===== src/design/aes_cfg.svh =====
`ifndef AES_CFG_SVH
`define AES_CFG_SVH

//////////////////////////////////////////////////////////////////////
// Block geometry
//////////////////////////////////////////////////////////////////////

// Block and key width in bits
`define AES_BLOCK_W 128

// AES-128 round count and the counter that walks it
`define AES_NUM_ROUNDS 10
`define AES_ROUND_CNT_W 4

//////////////////////////////////////////////////////////////////////
// Mode field
//////////////////////////////////////////////////////////////////////

`define AES_MODE_W 2

`endif


===== src/design/aes_control.sv =====
`include "aes_cfg.svh"

module aes_control (
  input  logic clk_i,
  input  logic rst_ni,
  input  logic start_i,
  output logic load_o,
  output logic round_en_o,
  output logic last_round_o,
  output logic done_o,
  output logic busy_o
);

  // Counter values in the busy phase
  localparam int unsigned CNT_LAST_ROUND = `AES_NUM_ROUNDS - 1;
  localparam int unsigned CNT_DONE       = `AES_NUM_ROUNDS;
  localparam int unsigned CNT_RESULT     = `AES_NUM_ROUNDS + 1;

  logic                        busy_q;
  logic [`AES_ROUND_CNT_W-1:0] cnt_q;
  logic                        in_rounds;
  logic                        at_result;

  //////////////////////////////////////////////////////////////////////
  // Strobes
  //////////////////////////////////////////////////////////////////////

  assign load_o = start_i & ~busy_q;

  // Counter 0..9 covers the rounds, 10 is done, 11 is the result cycle
  assign in_rounds = cnt_q <= CNT_LAST_ROUND[`AES_ROUND_CNT_W-1:0];
  assign at_result = cnt_q == CNT_RESULT[`AES_ROUND_CNT_W-1:0];

  assign round_en_o   = busy_q & in_rounds;
  assign last_round_o = busy_q & (cnt_q == CNT_LAST_ROUND[`AES_ROUND_CNT_W-1:0]);
  assign done_o       = busy_q & (cnt_q == CNT_DONE[`AES_ROUND_CNT_W-1:0]);
  assign busy_o       = busy_q;

  //////////////////////////////////////////////////////////////////////
  // Idle/busy sequencer
  //////////////////////////////////////////////////////////////////////

  always_ff @(posedge clk_i or negedge rst_ni) begin
    if (!rst_ni) begin
      busy_q <= 1'b0;
      cnt_q  <= '0;
    end else if (load_o) begin
      busy_q <= 1'b1;
      cnt_q  <= '0;
    end else if (busy_q) begin
      if (at_result) begin
        // Back to idle after the result cycle
        busy_q <= 1'b0;
        cnt_q  <= '0;
      end else begin
        cnt_q <= cnt_q + {{(`AES_ROUND_CNT_W-1){1'b0}}, 1'b1};
      end
    end
  end

endmodule


===== config.mk =====
export PLATFORM = sky130hd
export DESIGN_NAME = aes_control
export DESIGN_NICKNAME = d
export VERILOG_FILES = /design/src/design/aes_control.sv
export VERILOG_INCLUDE_DIRS = /design/src /design/src/design
export SDC_FILE = /design/constraint.sdc
export NUM_CORES = 1
export LEC_CHECK = 0
export BUFFER_PORTS_ARGS = -buffer_cell sky130_fd_sc_hd__buf_2
export CORE_AREA = 2 2 39 41
export CTS_CLUSTER_DIAMETER = 60
export DETAILED_ROUTE_END_ITERATION = 10
export DIE_AREA = 0 0 41 43
export PLACE_DENSITY = 0.41
export SETUP_SLACK_MARGIN = 0.05
export SKIP_LAST_GASP = 1
export SYNTH_ARGS = -nofsm -noshare
export SYNTH_HDL_FRONTEND = slang
export SYNTH_SLANG_ARGS = --single-unit
export TNS_END_PERCENT = 100

===== constraint.sdc =====
create_clock -name clk_i -period 1.14 [get_ports clk_i]
set_input_delay 0.228 -clock clk_i [delete_from_list [all_inputs] [get_ports clk_i]]
set_output_delay 0.228 -clock clk_i [all_outputs]
set_load 0.05 [all_outputs]

==> metrics.txt, run 1 <==
utilization after layout 49.0%; Gate Count Post-Synth 34; met2 WL post-DR 451 um; CTS Buf Count 3; WP data arrival 1.33 ns; total track usage 12.2%; RSZ-0062 raised after global routing yes; #FFs+latches synth 5; yosys warns 0; Synth-to-Final Area Change 108%; final setup TNS -1.90 ns; synthesized net count 41; Die X 41 um; vias per cell 4.35; reg2reg end cnt_q[2]; wire length per cell 10.8 um; DR iter-0 viols 1; worst reg2reg setup slack -0.27 ns; Mapped Area 327 um2; Register-to-Register Path Depth 5; Fin. Hold Viols 0; Overflow after GRT 0; initial antenna violation count 0; Max Transition Viols Final 0; wire length on met1 343 um; Worst setup SP type register; CTS tree yes; internal power 0.00118 W; TritonRoute pass-1 iters 4; Ant. Diodes 0; largest net degree at the start of global routing 7; IO Port Bufs 7; Max-slew headroom 89.4%; root buf cell clkbuf_4; worst r2r src cnt_q[0]; global-route wire length before repair 1.42 mm; Post-Syn Area per Cell 9.60 um2; Antenna Nets Post-Route 0; Hold Crit Class in2async; clk sink count 5; combinational share of power 71.3%; # Max-Cap Violations 0; Final Total Pwr 0.00196 W; number of fill cells in the layout 129; htree depth 1; sequential power share 18.1%; worst slew pin tran 0.158 ns; clk_lat worst skew 0.24 ns; die area 0.00176 mm2; clock power share 10.6%; final wirelength 832 um; DIE HEIGHT 43 um; final setup violation count 7; Top Metal Used met3; WP data required 0.91 ns; Switch Pwr 0.000781 W; Starting Density 23.6%; metal3 WL 38 um; layout cell share with drive strength beyond 1 70.5%; Row Count 14; fmax 644 MHz; via count 335; Power Density 2890 mW/mm2; Final HPWL DP 540 um; I/O pins 8; post-detailed-route DRC marker count 0; crit end category primary output; status finished, violations left; final worst slack -0.414 ns; final net count 69; Leak 0.310 nW; skew final 0.00403 ns; Max Fanout on Critical Path 3; period utilization 136%; Switching Share 39.9%; Seq/Total Area, Yosys 38.3%; peak supply drop 1.09 mV; min Tclk post-route 1.55 ns; vias in the first global route 350; kind of critical path reg2out; synth unique cells 16; failing checks setup timing; Crit. Startpoint cnt_q[0]; Core ar. 0.00138 mm2; clk buf depth 2; Clock transition at path regs 0.05 ns; GPL Wtd Cong 0.774
-- worst max-delay path by stage --
stage / endpoint / slack (ns)
global placement: round_en_o / -0.24
floorplan: done_o / -0.11
CTS: round_en_o / -0.41
detailed placement: round_en_o / -0.26
global route: round_en_o / -0.47
finish: round_en_o / -0.41
-- power by group through the flow --
| stage | Clock (W) | Sequential [W] | Combinational [W] |
|---|---|---|---|
| 3_3_place_gp | 0 | 0.000332 | 0.000891 |
| 5_1_grt | 0.000233 | 0.000362 | 0.00152 |
| 6_report | 0.000208 | 0.000355 | 0.00140 |
| 4_1_cts | 0.000226 | 0.000338 | 0.00126 |
| 2_1_floorplan | 0 | 0.000404 | 0.000528 |
| 3_5_place_dp | 0 | 0.000337 | 0.000903 |
-- worst max-delay path, cell delays in order, from the launching register on --
cell,delay [ns]
dfrtp_2,0.44
inv_2,0.10
ha_4,0.13
nor2_2,0.03
o21ai_1,0.10
and2_4,0.15
buf_8,0.13
-- kinds of logic after synthesis --
family                     after synthesis  synth area share, %
buffers and inverters                    2                 2.30
muxes                                    1                 3.45
xor gates and xnor gates                 1                 2.68
adders and majority gates                4                 15.3
DFF                                      5                 38.3
and+or+nand+nor                         15                 26.4
AOI/OAI and AO/OA                        6                 11.5
-- cell usage in the layout (no fill, tap or decap), types with 3 or more instances in the layout --
cell type,count
nand2_1,4
buf_8,4
ha_4,4
buf_6,7
and2_4,3
dfrtp_1,3
buf_4,9
clkbuf_4,3
-- what timing repair did --
item                                    in CTS  in global routing
cloned                                       0                  0
endpoints found under the hold margin        5                  0
endpoints found under the setup margin       8                  9
pin swaps                                    5                  4
gates resized for setup                     28                  6
buffers inserted                             4                  3
hold buffers                                 1                  0
-- per-stage QoR --
step,area (um2),setup slack [ns],cells,hold slack (ns)
2_1_floorplan,348,-0.109,34,-0.0676
3_3_place_gp,463,-0.238,65,0.0492
5_1_grt,678,-0.468,77,0.328
6_report,678,-0.414,77,0.322
4_1_cts,631,-0.411,74,0.312
3_5_place_dp,463,-0.260,65,0.0541
-- final cells by class --
class / instances / area, um2 / area share, %
Inverter: 2 / 7.51 / 1.11
Timing Repair Buffer: 23 / 226 / 33.4
Multi-Input combinational cell: 27 / 268 / 39.5
Tap cell: 16 / 20.0 / 2.95
Clock buffer: 4 / 26.3 / 3.87
Sequential cell: 5 / 130 / 19.2
-- state kept, by name (all words and copies together) (netlist names) --
register  count
busy_o        1
cnt_q         4
-- cells in the mapped netlist (all sizes together) --
| master | n | share of area, % |
|---|---|---|
| dfrtp | 5 | 38 |
| nand3b | 1 | 2.3 |
| a21oi | 2 | 3.1 |
| xor2 | 1 | 2.7 |
| nor2b | 1 | 1.9 |
| nand2 | 4 | 4.6 |
| ha | 4 | 15 |
| inv | 2 | 2.3 |
| nor2 | 3 | 3.4 |
| o21ai | 2 | 3.1 |
| mux2 | 1 | 3.4 |
| and2 | 3 | 5.7 |
| and3b | 1 | 3.1 |
| nand3 | 1 | 1.5 |
| a22o | 2 | 5.4 |
| and4bb | 1 | 3.8 |
-- layer usage --
layer,GRT usage [%],vias up
li1,-,170
met1,13.7,156
met2,19.1,9
met3,1.57,0
met4,10.0,0
met5,0,-
Note: power is estimated with default switching activity, not from simulation.
==> run 2: changes to the inputs <==
--- a/config.mk
+++ b/config.mk
@@ -7,10 +7,10 @@
 export NUM_CORES = 1
 export LEC_CHECK = 0
 export BUFFER_PORTS_ARGS = -buffer_cell sky130_fd_sc_hd__buf_2
-export CORE_AREA = 2 2 39 41
+export CORE_AREA = 3 3 40 42
 export CTS_CLUSTER_DIAMETER = 60
 export DETAILED_ROUTE_END_ITERATION = 10
-export DIE_AREA = 0 0 41 43
+export DIE_AREA = 0 0 43 45
 export PLACE_DENSITY = 0.41
 export SETUP_SLACK_MARGIN = 0.05
 export SKIP_LAST_GASP = 1
==> run 2 against run 1 <==
The flow still finishes with violations (setup timing). Total power decreased by 4.8%. Fmax is 0.56% higher. First-iteration DRC count grew to 6.0 times the previous value. Sequential share of layout area rose by 1.2 points. Via count is 0.60% lower. Non-clock buffer count down 4. Clock power is essentially flat. Die area grew 9.8%. Clock-buffer cell count decreased by 1. Clock skew increased by 0.0020 ns. Worst hold slack better by 0.0052 ns. Worst setup slack improved by 0.0086 ns. Highest routed layer is now met4.
==> metrics.txt, run 2 (same netlist as run 1, synthesis figures left out) <==
status finished, violations left; failing checks setup timing; post-detailed-route DRC marker count 0; final wirelength 768 um; commonest non-fill, non-tap cell in the layout buf_4; period utilization 136%; Fin. Hold Viols 0; Worst setup SP type register; wire length per cell 10.7 um; reg2reg end cnt_q[2]; DR iter-0 viols 6; largest net degree at the start of global routing 10; clk buf depth 2; Clock transition at path regs 0.05 ns; Register-to-Register Path Depth 4; final worst slack -0.405 ns; commonest cells after routing, fill and taps aside buf_4 (8), buf_8 (5), nand2_1 (4); Row Count 13; worst hold slack 0.327 ns; critical path's top delay family flip-flops; Max Transition Viols Final 0; Antenna Nets Post-Route 0; critical path depth 6; Max Fanout on Critical Path 3; Ant. Diodes 0; IO Port Bufs 7; WP data arrival 1.32 ns; root buf cell clkbuf_4; initial antenna violation count 0; DIE HEIGHT 45 um; worst r2r src cnt_q[0]; htree depth 1; # Max-Cap Violations 0; clk_lat worst skew 0.24 ns; min Tclk post-route 1.55 ns; final setup violation count 8; Final HPWL DP 604 um; peak supply drop 1.22 mV; TritonRoute pass-1 iters 4; total track usage 10.1%; Power Density 2930 mW/mm2; Core ar. 0.00128 mm2; crit end category primary output; RSZ-0062 raised after global routing yes; number of fill cells in the layout 121; CP peak stage delay 0.43 ns; Die X 43 um; CTS tree yes; Leak 0.295 nW; Hold Crit Class in2async; final setup TNS -1.64 ns; worst reg2reg setup slack -0.16 ns; skew final 0.00599 ns; Crit-path slowest cell dfrtp_2; I/O pins 8; CTS Buf Count 3; fmax 647 MHz; CP bufs+invs 2; final net count 65; Max-slew headroom 91.1%; Largest register FFs 4; Top reg by flops cnt_q; Overflow after GRT 0; global-route wire length before repair 1.35 mm; via count 333; WP data required 0.91 ns; kind of critical path reg2out; Starting Density 25.4%; vias per cell 4.63; worst slew pin tran 0.134 ns; die area 0.00194 mm2; clk sink count 5; vias in the first global route 332; cell breakdown of the critical path inv_2 > ha_4 > nor2_4 > o21ai_1 > and2_4 > buf_8; layout cell share with drive strength beyond 1 68.4%; Synth-to-Final Area Change 95.0%; GPL Wtd Cong 0.748
run 2: layer usage:
layer	part of all wire [%]	vias to the layer above	GRT usage (%)
met1	42	158	10.8
met5	0	-	0
met3	4.6	2	4.78
met2	51	11	14.7
li1	-	162	-
met4	2.7	0	9.04
run 2: per-stage QoR:
step | setup slack (ns) | cells | util [%] | instance area (um2) | power, W
after global placement | -0.235 | 65 | 36.5 | 469 | 0.00124
after floorplan | -0.109 | 34 | - | 348 | 0.000932
after global routing | -0.474 | 72 | 49.6 | 637 | 0.00201
after detailed placement | -0.263 | 65 | 36.5 | 469 | 0.00128
after CTS | -0.423 | 73 | 46.6 | 599 | 0.00178
final | -0.405 | 72 | 49.6 | 637 | 0.00187
run 2: cell type report:
class                   instances  area [um2]  share of cell area, %
multi-input cells              27         264                   41.5
repair buffers                 19         189                   29.7
flip-flops and latches          5         130                   20.4
clock buffers                   3        22.5                   3.54
well taps                      15        18.8                   2.95
inverters                       2        7.51                   1.18
clock inverters                 1        5.00                  0.786
run 2: timing repair:
item                                    4_1_cts  5_1_grt
hold endpoints to repair                      5        0
hold buffers                                  1        0
endpoints found under the setup margin        8       10
pin swaps                                     6        7
setup buffers                                 4        1
gates cloned                                  0        0
resized for setup                            23       11
run 2: worst max-delay path by stage:
stage / slack [ns] / startpoint / endpoint
2_1_floorplan: -0.11 / busy_o / done_o
3_3_place_gp: -0.24 / cnt_q[0] / round_en_o
3_5_place_dp: -0.26 / cnt_q[1] / round_en_o
4_1_cts: -0.42 / cnt_q[0] / round_en_o
5_1_grt: -0.47 / cnt_q[1] / round_en_o
6_report: -0.41 / cnt_q[0] / round_en_o
run 2: where the power goes:
part,switching [W],leakage [nW],internal [W]
registers,0.0000661,0.0569,0.000270
clock network,0.0000779,0.0177,0.000127
logic,0.000616,0.221,0.000708
total,0.000760,0.295,0.00111
