$ cat src/design/aes_cfg.svh
`ifndef AES_CFG_SVH
`define AES_CFG_SVH

//////////////////////////////////////////////////////////////////////
// Block geometry
//////////////////////////////////////////////////////////////////////

// Block and key width in bits
`define AES_BLOCK_W 128

// AES-128 round count and the counter that walks it
`define AES_NUM_ROUNDS 10
`define AES_ROUND_CNT_W 4

//////////////////////////////////////////////////////////////////////
// Mode field
//////////////////////////////////////////////////////////////////////

`define AES_MODE_W 2

`endif

$ cat src/design/aes_pkg.sv
`include "aes_cfg.svh"

package aes_pkg;

  // Same 128 bits seen as bytes (FIPS order) or as state columns
  typedef union packed {
    logic [0:15][7:0] b;
    logic [0:3][31:0] col;
  } aes_block_u;

  // Fourth code falls back to ECB
  typedef enum logic [`AES_MODE_W-1:0] {
    MODE_ECB = 2'b00,
    MODE_CBC = 2'b01,
    MODE_CTR = 2'b10
  } aes_mode_e;

  //////////////////////////////////////////////////////////////////////
  // Forward S-box
  //////////////////////////////////////////////////////////////////////

  localparam logic [7:0] SBOX [256] = '{
    8'h63, 8'h7c, 8'h77, 8'h7b, 8'hf2, 8'h6b, 8'h6f, 8'hc5,
    8'h30, 8'h01, 8'h67, 8'h2b, 8'hfe, 8'hd7, 8'hab, 8'h76,
    8'hca, 8'h82, 8'hc9, 8'h7d, 8'hfa, 8'h59, 8'h47, 8'hf0,
    8'had, 8'hd4, 8'ha2, 8'haf, 8'h9c, 8'ha4, 8'h72, 8'hc0,
    8'hb7, 8'hfd, 8'h93, 8'h26, 8'h36, 8'h3f, 8'hf7, 8'hcc,
    8'h34, 8'ha5, 8'he5, 8'hf1, 8'h71, 8'hd8, 8'h31, 8'h15,
    8'h04, 8'hc7, 8'h23, 8'hc3, 8'h18, 8'h96, 8'h05, 8'h9a,
    8'h07, 8'h12, 8'h80, 8'he2, 8'heb, 8'h27, 8'hb2, 8'h75,
    8'h09, 8'h83, 8'h2c, 8'h1a, 8'h1b, 8'h6e, 8'h5a, 8'ha0,
    8'h52, 8'h3b, 8'hd6, 8'hb3, 8'h29, 8'he3, 8'h2f, 8'h84,
    8'h53, 8'hd1, 8'h00, 8'hed, 8'h20, 8'hfc, 8'hb1, 8'h5b,
    8'h6a, 8'hcb, 8'hbe, 8'h39, 8'h4a, 8'h4c, 8'h58, 8'hcf,
    8'hd0, 8'hef, 8'haa, 8'hfb, 8'h43, 8'h4d, 8'h33, 8'h85,
    8'h45, 8'hf9, 8'h02, 8'h7f, 8'h50, 8'h3c, 8'h9f, 8'ha8,
    8'h51, 8'ha3, 8'h40, 8'h8f, 8'h92, 8'h9d, 8'h38, 8'hf5,
    8'hbc, 8'hb6, 8'hda, 8'h21, 8'h10, 8'hff, 8'hf3, 8'hd2,
    8'hcd, 8'h0c, 8'h13, 8'hec, 8'h5f, 8'h97, 8'h44, 8'h17,
    8'hc4, 8'ha7, 8'h7e, 8'h3d, 8'h64, 8'h5d, 8'h19, 8'h73,
    8'h60, 8'h81, 8'h4f, 8'hdc, 8'h22, 8'h2a, 8'h90, 8'h88,
    8'h46, 8'hee, 8'hb8, 8'h14, 8'hde, 8'h5e, 8'h0b, 8'hdb,
    8'he0, 8'h32, 8'h3a, 8'h0a, 8'h49, 8'h06, 8'h24, 8'h5c,
    8'hc2, 8'hd3, 8'hac, 8'h62, 8'h91, 8'h95, 8'he4, 8'h79,
    8'he7, 8'hc8, 8'h37, 8'h6d, 8'h8d, 8'hd5, 8'h4e, 8'ha9,
    8'h6c, 8'h56, 8'hf4, 8'hea, 8'h65, 8'h7a, 8'hae, 8'h08,
    8'hba, 8'h78, 8'h25, 8'h2e, 8'h1c, 8'ha6, 8'hb4, 8'hc6,
    8'he8, 8'hdd, 8'h74, 8'h1f, 8'h4b, 8'hbd, 8'h8b, 8'h8a,
    8'h70, 8'h3e, 8'hb5, 8'h66, 8'h48, 8'h03, 8'hf6, 8'h0e,
    8'h61, 8'h35, 8'h57, 8'hb9, 8'h86, 8'hc1, 8'h1d, 8'h9e,
    8'he1, 8'hf8, 8'h98, 8'h11, 8'h69, 8'hd9, 8'h8e, 8'h94,
    8'h9b, 8'h1e, 8'h87, 8'he9, 8'hce, 8'h55, 8'h28, 8'hdf,
    8'h8c, 8'ha1, 8'h89, 8'h0d, 8'hbf, 8'he6, 8'h42, 8'h68,
    8'h41, 8'h99, 8'h2d, 8'h0f, 8'hb0, 8'h54, 8'hbb, 8'h16
  };

  function automatic logic [7:0] aes_sbox(input logic [7:0] in);
    return SBOX[in];
  endfunction

  //////////////////////////////////////////////////////////////////////
  // GF(2^8) helpers
  //////////////////////////////////////////////////////////////////////

  // Multiply by x, reduce by 0x11B
  function automatic logic [7:0] aes_xtime(input logic [7:0] in);
    logic [7:0] shifted;
    shifted = {in[6:0], 1'b0};
    return in[7] ? (shifted ^ 8'h1b) : shifted;
  endfunction

  // MixColumns on one column, first row byte in the top bits
  function automatic logic [31:0] aes_mix_column(input logic [31:0] in);
    logic [3:0][7:0] a;
    logic [3:0][7:0] a2;
    logic [3:0][7:0] r;
    a[0] = in[31:24];
    a[1] = in[23:16];
    a[2] = in[15:8];
    a[3] = in[7:0];
    for (int i = 0; i < 4; i++) begin
      a2[i] = aes_xtime(a[i]);
    end
    // 3*a is 2*a ^ a
    r[0] = a2[0] ^ (a2[1] ^ a[1]) ^ a[2] ^ a[3];
    r[1] = a[0] ^ a2[1] ^ (a2[2] ^ a[2]) ^ a[3];
    r[2] = a[0] ^ a[1] ^ a2[2] ^ (a2[3] ^ a[3]);
    r[3] = (a2[0] ^ a[0]) ^ a[1] ^ a[2] ^ a2[3];
    return {r[0], r[1], r[2], r[3]};
  endfunction

endpackage

$ cat src/design/aes_mode_datapath.sv
`include "aes_cfg.svh"

module aes_mode_datapath (
  input  logic                    clk_i,
  input  logic                    rst_ni,
  input  logic [`AES_BLOCK_W-1:0] iv_i,
  input  logic                    iv_we_i,
  input  logic                    busy_i,
  input  logic                    start_i,
  input  logic [`AES_MODE_W-1:0]  mode_i,
  input  logic [`AES_BLOCK_W-1:0] data_in_i,
  input  logic                    done_i,
  input  aes_pkg::aes_block_u     state_i,
  output aes_pkg::aes_block_u     block_o,
  output logic [`AES_BLOCK_W-1:0] data_out_o,
  output logic                    out_valid_o
);

  import aes_pkg::*;

  logic                    accept;
  aes_mode_e               mode_in;
  aes_mode_e               mode_q;
  logic [`AES_BLOCK_W-1:0] iv_q;
  logic [`AES_BLOCK_W-1:0] data_q;
  logic [`AES_BLOCK_W-1:0] result;

  assign accept  = start_i & ~busy_i;
  assign mode_in = aes_mode_e'(mode_i);

  // Cipher input selection
  always_comb begin
    unique case (mode_in)
      MODE_CBC: block_o = data_in_i ^ iv_q;
      MODE_CTR: block_o = iv_q;
      default:  block_o = data_in_i;
    endcase
  end

  // Only CTR adds the plaintext after the cipher
  assign result = (mode_q == MODE_CTR) ? (state_i ^ data_q) : state_i;

  always_ff @(posedge clk_i) begin
    if (accept) begin
      data_q <= data_in_i;
    end
  end

  always_ff @(posedge clk_i or negedge rst_ni) begin
    if (!rst_ni) begin
      mode_q      <= MODE_ECB;
      iv_q        <= '0;
      data_out_o  <= '0;
      out_valid_o <= 1'b0;
    end else begin
      out_valid_o <= done_i;
      if (accept) begin
        mode_q <= mode_in;
      end
      if (iv_we_i && !busy_i) begin
        iv_q <= iv_i;
      end else if (done_i) begin
        // CBC chains on the result, CTR steps the counter
        if (mode_q == MODE_CBC) begin
          iv_q <= result;
        end else if (mode_q == MODE_CTR) begin
          iv_q <= iv_q + {{(`AES_BLOCK_W-1){1'b0}}, 1'b1};
        end
      end
      if (done_i) begin
        data_out_o <= result;
      end
    end
  end

endmodule

$ cat config.mk
export PLATFORM = sky130hd
export DESIGN_NAME = aes_mode_datapath
export DESIGN_NICKNAME = d
export VERILOG_FILES = /design/src/design/aes_pkg.sv /design/src/design/aes_mode_datapath.sv
export VERILOG_INCLUDE_DIRS = /design/src /design/src/design
export SDC_FILE = /design/constraint.sdc
export NUM_CORES = 1
export LEC_CHECK = 0
export BUFFER_PORTS_ARGS = -buffer_cell sky130_fd_sc_hd__buf_2
export CAP_MARGIN = 10
export CORE_MARGIN = 2
export CORE_UTILIZATION = 40
export DETAILED_ROUTE_END_ITERATION = 8
export MAX_ROUTING_LAYER = met4
export PLACE_DENSITY = 0.67
export SYNTH_ARGS = -nofsm -noshare
export SYNTH_HDL_FRONTEND = slang
export SYNTH_SLANG_ARGS = --single-unit
$ cat constraint.sdc
create_clock -name clk_i -period 2.7 [get_ports clk_i]
set_input_delay 0.54 -clock clk_i [delete_from_list [all_inputs] [get_ports clk_i]]
set_output_delay 0.54 -clock clk_i [all_outputs]
set_load 0.05 [all_outputs]
==> results of run 1 <==
## what timing repair did
item                                    in CTS  in global routing
gates resized for setup                      4                 57
cloned                                       0                  1
pin swaps                                    1                 11
endpoints found under the setup margin       9                 47
endpoints found under the hold margin       47                  0
hold buffers                                 1                  0
setup buffers                                0                  5
## power by group through the flow
| stage | Clock [mW] | Combinational (mW) | Sequential (mW) |
|---|---|---|---|
| floorplan | 0 | 4.58 | 8.61 |
| global placement | 0 | 8.96 | 7.78 |
| detailed placement | 0 | 9.05 | 7.80 |
| CTS | 6.47 | 9.09 | 7.70 |
| global route | 6.66 | 9.81 | 7.84 |
| finish | 6.36 | 9.21 | 7.73 |
## metrics by stage
stage               std cells  total power, mW  setup WS [ns]  util, %  TNS (ns)
global placement         4453            16.74       -0.08606    52.94   -0.1528
CTS                      4540            23.27        0.01774    55.51         0
detailed placement       4453            16.85        -0.1585    52.94   -0.6189
floorplan                2973            13.19        -0.3625        -    -29.57
global route             4574            24.31       -0.03414    56.06  -0.03433
finish                   4574            23.30        0.05839    56.06         0
## cell usage after synthesis, drive strengths merged (41+ instances only)
master and number:
nand2 527, a21oi 336, dfrtp 259, nor2 239, clkbuf 210, nor3 171, xor2 147, inv 131
edfxtp 128, o221ai 122, o21ai 121, nand3 112, nand4 64, nor4 41
## worst min-delay path: cells and delay by family
family,cells,cell delay (ns)
AO/OA/AOI/OAI,1,0.05
AND/OR/NAND/NOR,1,0.03
buffers and inverters,1,0.08
## flip-flops by register name, summed over array words and instances (netlist names)
register / count
data_out_o: 128
data_q: 128
iv_q: 128
mode_q: 2
out_valid_o: 1
## cell families after synthesis
family                   after synthesis  share of synthesized area, %
buffers and inverters                373                         5.969
AND/OR/NAND/NOR                     1263                         24.23
adder cells (fa/ha/maj)                3                        0.1557
AO/OA/AOI/OAI                        769                         20.28
XOR/XNOR                             169                         6.140
flip-flops                           387                         42.83
multiplexers                           9                        0.3893
## final cells by class
class                   count  area (µm²)
diodes                     28       70.07
clock buffers              60        1287
clock inverters            26       209.0
fillers                  5458       26080
inverters                 132       503.0
multi-input cells        2213       13390
flip-flops and latches    387       10330
well taps                 773       967.2
repair buffers            955        6519
## placed cells by master, fill, tap and decap left out, types with 23 or more instances in the layout
cell type / n
o211ai_1: 23
buf_4: 273
o21ai_0: 114
diode_2: 28
nor2_1: 235
inv_1: 130
a22oi_1: 34
buf_12: 65
nand3_1: 105
a21oi_1: 334
nand2_1: 526
clkbuf_16: 49
o221ai_2: 116
nand4_1: 63
nor4_1: 25
xor2_1: 147
nor3_1: 157
buf_2: 603
dfrtp_1: 258
edfxtp_1: 128
and3_1: 23
a222oi_1: 33
## worst paths after layout
path,end,startpoint,slack (ns),cells after the start
setup / recovery,block_o[99],mode_i[0],0.06,9
hold / removal,iv_q[5],iv_i[5],0.17,3
setup reg to reg,iv_q[97],iv_q[17],0.08,7
hold reg to reg,data_out_o[63],data_out_o[63],0.52,2
max in group asynchronous,iv_q[47],rst_ni,1.42,3
min in group asynchronous,data_out_o[10],rst_ni,0.49,2
## per-layer routing
metal,GRT usage (%),up-vias,share of wire [%]
met5,-,-,0
met4,11.77,0,3.2
met3,5.684,196,8.3
met2,53.12,1369,45
met1,47.96,13040,43
li1,-,12310,-
==> metrics.md, run 1 <==
| Metric | Value |
|---|---|
| Status | `finished, final reports clean` |
| Max_cap viols | `0` |
| CTS buffer count | `47` |
| VDD IR max | `around 0.00047 V` |
| Row Count | `89` |
| # setup viols final | `0` |
| Final instance area | `approximately 0.033 mm²` |
| Average wire per standard cell | `23.96 µm` |
| WL final | `between 100000 and 150000 µm` |
| LEAKAGE | `about 14 nW` |
| Starting Density | `40.61%` |
| Post-synthesis cell count | `approximately 3000` |
| Post-synthesis cell type count | `71` |
| Post-synth EDFFs | `about 130` |
| CP Buf/Inv Count | `5` |
| Switching Fraction | `41.52%` |
| Count of nets left with antenna violations after detail routing | `0` |
| Skew final | `roughly 0.015 ns` |
| Area after DPL | `between 0.03 and 0.04 mm²` |
| Slowest CP cell | `buf_2` |
| Area leader, netlist | `dfrtp_1` |
| Clock slew at reported path FFs | `around 0.060 ns` |
| CP Data Arrival Time | `about 2.1 ns` |
| Crit end category | `output port` |
| First-pass GRT wire length | `162200 µm` |
| WHS | `between 0.15 and 0.2 ns` |
| Worst Hold Class | `primary input to flop` |
| Share of layout cells above drive strength 1 | `32.28%` |
| Slew @ Worst Pin | `0.7758 ns` |
| Startpoint types | `primary input` |
| Final Hold Fails | `0` |
| DRC errors left | `0` |
| Internal | `13.63 mW` |
| Fmax | `about 380 MHz` |
| Largest net degree at the start of global routing | `about 110` |
| Mapped Avg Cell Area | `roughly 8 µm²` |
| Vias in the first global route | `about 25000` |
| CTS root buf | `clkbuf_16` |
| Critical path cell sequence | `buf_2 -> inv_2 -> ha_4 -> buf_12 -> buf_12 -> nor3_1 -> a21oi_1 -> o221ai_2 -> buf_2` |
| Pins Over Slew Limit | `0` |
| Vias/cell | `slightly below 6` |
| Post-synthesis register bit count | `387` |
| Fin nets | `4131` |
| Seq pwr share | `about 33%` |
| Cell family with most CP delay | `buffers and inverters` |
| Comb pwr share | `between 30% and 40%` |
| Synth-to-layout area growth | `38.04%` |
| Part of the Yosys area used for sequential elements | `about 43%` |
| DR vias | `roughly 27000` |
| CTS tree | `yes` |
| Later-pin clock latency in the skew report | `0.59 ns` |
| Die Wd | `roughly 250 µm` |
| GPL Wtd Cong | `0.9929` |
| GRT Residual Overflow | `0` |
| Clk sink count | `approximately 390` |
| HPWL Detailed | `83070 µm` |
| Crit path required time | `about 2.2 ns` |
| IO Port Bufs | `~650` |
| DR iter-0 viols | `2702` |
| H-tree levels | `2` |
| Gr usage total | `35.12%` |
| Die ar. | `0.06224 mm²` |
| Yosys warns | `0` |
| Synth area leaders | `dfrtp_1 27%, edfxtp_1 16%, nand2_1 8.2%` |
| Top FF cell, synth | `dfrtp_1` |
| Critical path class | `primary input to output port` |
| Clock buffer depth | `3` |
| Final Cycle Share | `between 90% and 100%` |
| CP max stage delay | `approximately 0.31 ns` |
| I/O Pins | `about 650` |
| Pwr dens | `~700 mW/mm²` |
| Die height | `around 250 µm` |
| Top-area cell type share of the netlist area | `a little over a quarter` |
| Clock share of power | `between 20% and 30%` |
| Tmin final | `2.642 ns` |
| Core box area | `a little under 0.06 mm²` |
| Detailed Routing Iterations Pass 1 | `8` |
| P_sw | `9.675 mW` |
| Rel. slew slack | `between 40 and 50%` |
| RSZ-0062 raised after global routing | `true` |
| Mapped cell area | `0.02411 mm²` |
| Initial antenna violation count | `30` |
| Syn_nets | `about 3400` |
| Crit-path max FO | `28` |
| Synth async-reset ratio | `about 67%` |
Note: power is estimated with default switching activity, not from simulation.
==> run 2: changes to the inputs <==
--- a/config.mk
+++ b/config.mk
@@ -12,7 +12,7 @@
 export CORE_UTILIZATION = 40
 export DETAILED_ROUTE_END_ITERATION = 8
 export MAX_ROUTING_LAYER = met4
-export PLACE_DENSITY = 0.67
+export PLACE_DENSITY_LB_ADDON = 0.15
 export SYNTH_ARGS = -nofsm -noshare
 export SYNTH_HDL_FRONTEND = slang
 export SYNTH_SLANG_ARGS = --single-unit
==> run 2 against run 1 <==
Compared with the run above: combinational power down 3.1%; die area did not move; design area decreased by 1.3%; power is 0.75% lower; hold slack lost 0.015 ns; clock skew grew 0.0054 ns; first-iteration DRC count shrank 2.2%; register-to-register slack about the same; count of clock-buffer cells in the layout grew 17; critical path depth rose by 1; via count about the same.
==> metrics.md, run 2 (synthesis gave the netlist of run 1 again) <==
| Metric | Value |
|---|---|
| Status | `finished, final reports clean` |
| I/O Pins | `649 (unchanged)` |
| Starting Density | `40.61% (unchanged)` |
| WHS | `0.1521 ns (-0.01453 ns)` |
| H-tree levels | `2 (unchanged)` |
| RSZ-0062 raised after global routing | `true` |
| # setup viols final | `0 (unchanged)` |
| Switching Fraction | `41.34% (-0.19 points)` |
| Die height | `249.5 µm (unchanged)` |
| DR vias | `26920 (+0.015%)` |
| GRT Residual Overflow | `0 (unchanged)` |
| Comb pwr share | `38.6% (-0.9 points)` |
| Fmax | `372.9 MHz (-1.5%)` |
| Clk sink count | `387 (unchanged)` |
| HPWL Detailed | `82110 µm (-1.2%)` |
| DRC errors left | `0 (unchanged)` |
| Most frequent cells in the layout | `626 x buf_2, 526 x nand2_1, 335 x a21oi_1, 270 x buf_4, 253 x dfrtp_1` |
| Most common cell after layout, fill and taps aside | `buf_2` |
| Slowest CP cell | `ha_4` |
| P_sw | `9.559 mW (-1.2%)` |
| DR iter-0 viols | `2642 (-2.2%)` |
| Worst path most repeated cell | `buf_12` |
| Share of layout cells above drive strength 1 | `32.20% (-0.082 points)` |
| Vias/cell | `5.914 (+0.50%)` |
| Count of nets left with antenna violations after detail routing | `0 (unchanged)` |
| Die ar. | `0.06224 mm² (unchanged)` |
| Critical path cell sequence | `buf_2 -> inv_2 -> ha_4 -> buf_12 -> buf_12 -> nor3_1 -> a21oi_1 -> o221ai_1 -> buf_4 -> buf_12` |
| Crit path required time | `2.16 ns (about the same)` |
| Row Count | `89 (unchanged)` |
| Later-pin clock latency in the skew report | `0.60 ns (about the same)` |
| Final Cycle Share | `99.32% (+1.5 points)` |
| CP max stage delay | `0.31 ns (about the same)` |
| GPL Wtd Cong | `1.003 (+0.98%)` |
| Fin nets | `4121 (-0.24%)` |
| Crit-path max FO | `37 (+32%)` |
| Rel. slew slack | `41.73% (-6.5 points)` |
| Pins Over Slew Limit | `0 (unchanged)` |
| Max_cap viols | `0 (unchanged)` |
| LEAKAGE | `13.47 nW (-1.1%)` |
| Die Wd | `249.5 µm (unchanged)` |
| Pwr dens | `704.1 mW/mm² (+0.56%)` |
| First-pass GRT wire length | `162400 µm (+0.11%)` |
| Slew @ Worst Pin | `0.8741 ns (+0.09823 ns)` |
| Initial antenna violation count | `14 (-53%)` |
| Final Hold Fails | `0 (unchanged)` |
| CTS tree | `yes` |
| Gr usage total | `34.82% (-0.30 points)` |
| Vias in the first global route | `25680 (+1.3%)` |
| Largest net degree at the start of global routing | `157 (+41%)` |
| CTS buffer count | `48 (+2.1%)` |
| Clock buffer depth | `3 (unchanged)` |
| Internal | `13.57 mW (-0.44%)` |
| Critical path class | `primary input to output port` |
| IO Port Bufs | `648 (unchanged)` |
| VDD IR max | `0.0004687 V (+0.35%)` |
| Tmin final | `2.682 ns (+0.04006 ns)` |
| Startpoint types | `primary input` |
| Average wire per standard cell | `23.91 µm (-0.22%)` |
| Detailed Routing Iterations Pass 1 | `9 (+1)` |
| Seq pwr share | `33.4% (+0.2 points)` |
| Clock share of power | `28.0% (+0.7 points)` |
| Largest regs | `data_out_o (128), data_q (128), iv_q (128)` |
| CTS root buf | `clkbuf_16` |
| Worst Hold Class | `primary input to flop` |
| Crit end category | `output port` |
| Core box area | `0.05935 mm² (unchanged)` |
| Clock slew at reported path FFs | `0.06 ns (about the same)` |
| Final Util | `55.33% (-0.73 points)` |
| CP Data Arrival Time | `2.14 ns (+0.04 ns)` |
| Skew final | `0.02079 ns (+0.005358 ns)` |
| WL final | `108800 µm (-0.70%)` |
| Synth-to-layout area growth | `36.24%` |
run 2: layer usage:
metal  part of all wire, %  vias to the layer above  track usage, %
li1                      -                    12260               -
met1                    41                    13060           45.36
met2                    47                     1383           55.42
met3                   8.4                      221           5.663
met4                   3.3                        0           11.36
met5                     0                        -               -
run 2: stage by stage:
| step | area, µm² | total power, mW | std cells | TNS [ns] | setup slack (ns) |
|---|---|---|---|---|---|
| after floorplan | 24950 | 13.19 | 2973 | -29.57 | -0.3625 |
| after global placement | 30870 | 16.41 | 4436 | -0.1212 | -0.1087 |
| after detailed placement | 30870 | 16.56 | 4436 | -0.4807 | -0.2283 |
| after CTS | 32470 | 23.06 | 4525 | -0.006598 | -0.006598 |
| after global routing | 32840 | 24.14 | 4551 | -0.1234 | -0.06104 |
| final | 32840 | 23.13 | 4552 | 0 | 0.01833 |
run 2: power by group through the flow:
stage / Sequential, mW / Clock, mW / Combinational, mW
after global routing: 7.84 / 6.79 / 9.51
after floorplan: 8.61 / 0 / 4.58
final: 7.73 / 6.48 / 8.92
after global placement: 7.76 / 0 / 8.65
after detailed placement: 7.79 / 0 / 8.77
after CTS: 7.70 / 6.56 / 8.80
run 2: cell type report:
type,instances,area (µm²)
Timing Repair Buffer,944,6008
Sequential cell,387,10330
Inverter,132,503.0
Tap cell,773,967.2
Antenna cell,15,37.54
Fill cell,5601,26510
Clock inverter,11,103.9
Clock buffer,77,1424
Multi-Input combinational cell,2213,13470
run 2: worst paths after layout:
check,slack (ns),cells past startpoint,end,startpoint
worst max-delay path,0.02,10,block_o[65],mode_i[0]
worst min-delay path,0.15,1,data_q[126],data_in_i[126]
worst max register to register,0.07,8,iv_q[121],iv_q[65]
worst min register to register,0.52,2,data_out_o[101],data_out_o[101]
max in group asynchronous,1.47,3,iv_q[86],rst_ni
min in group asynchronous,0.43,2,data_out_o[25],rst_ni
run 2: what timing repair did:
action,in CTS,in global routing
endpoints found under the hold margin,34,0
gates resized for setup,10,70
buffers inserted,0,12
hold buffers,1,0
endpoints found under the setup margin,9,61
pin swaps,4,14
run 2: critical path, delay by kind of cell:
kind | cells | cell delay, ns
and+or+nand+nor | 1 | 0.09
AOI/OAI and AO/OA | 2 | 0.32
buffers and inverters | 6 | 0.85
adders and majority gates | 1 | 0.31
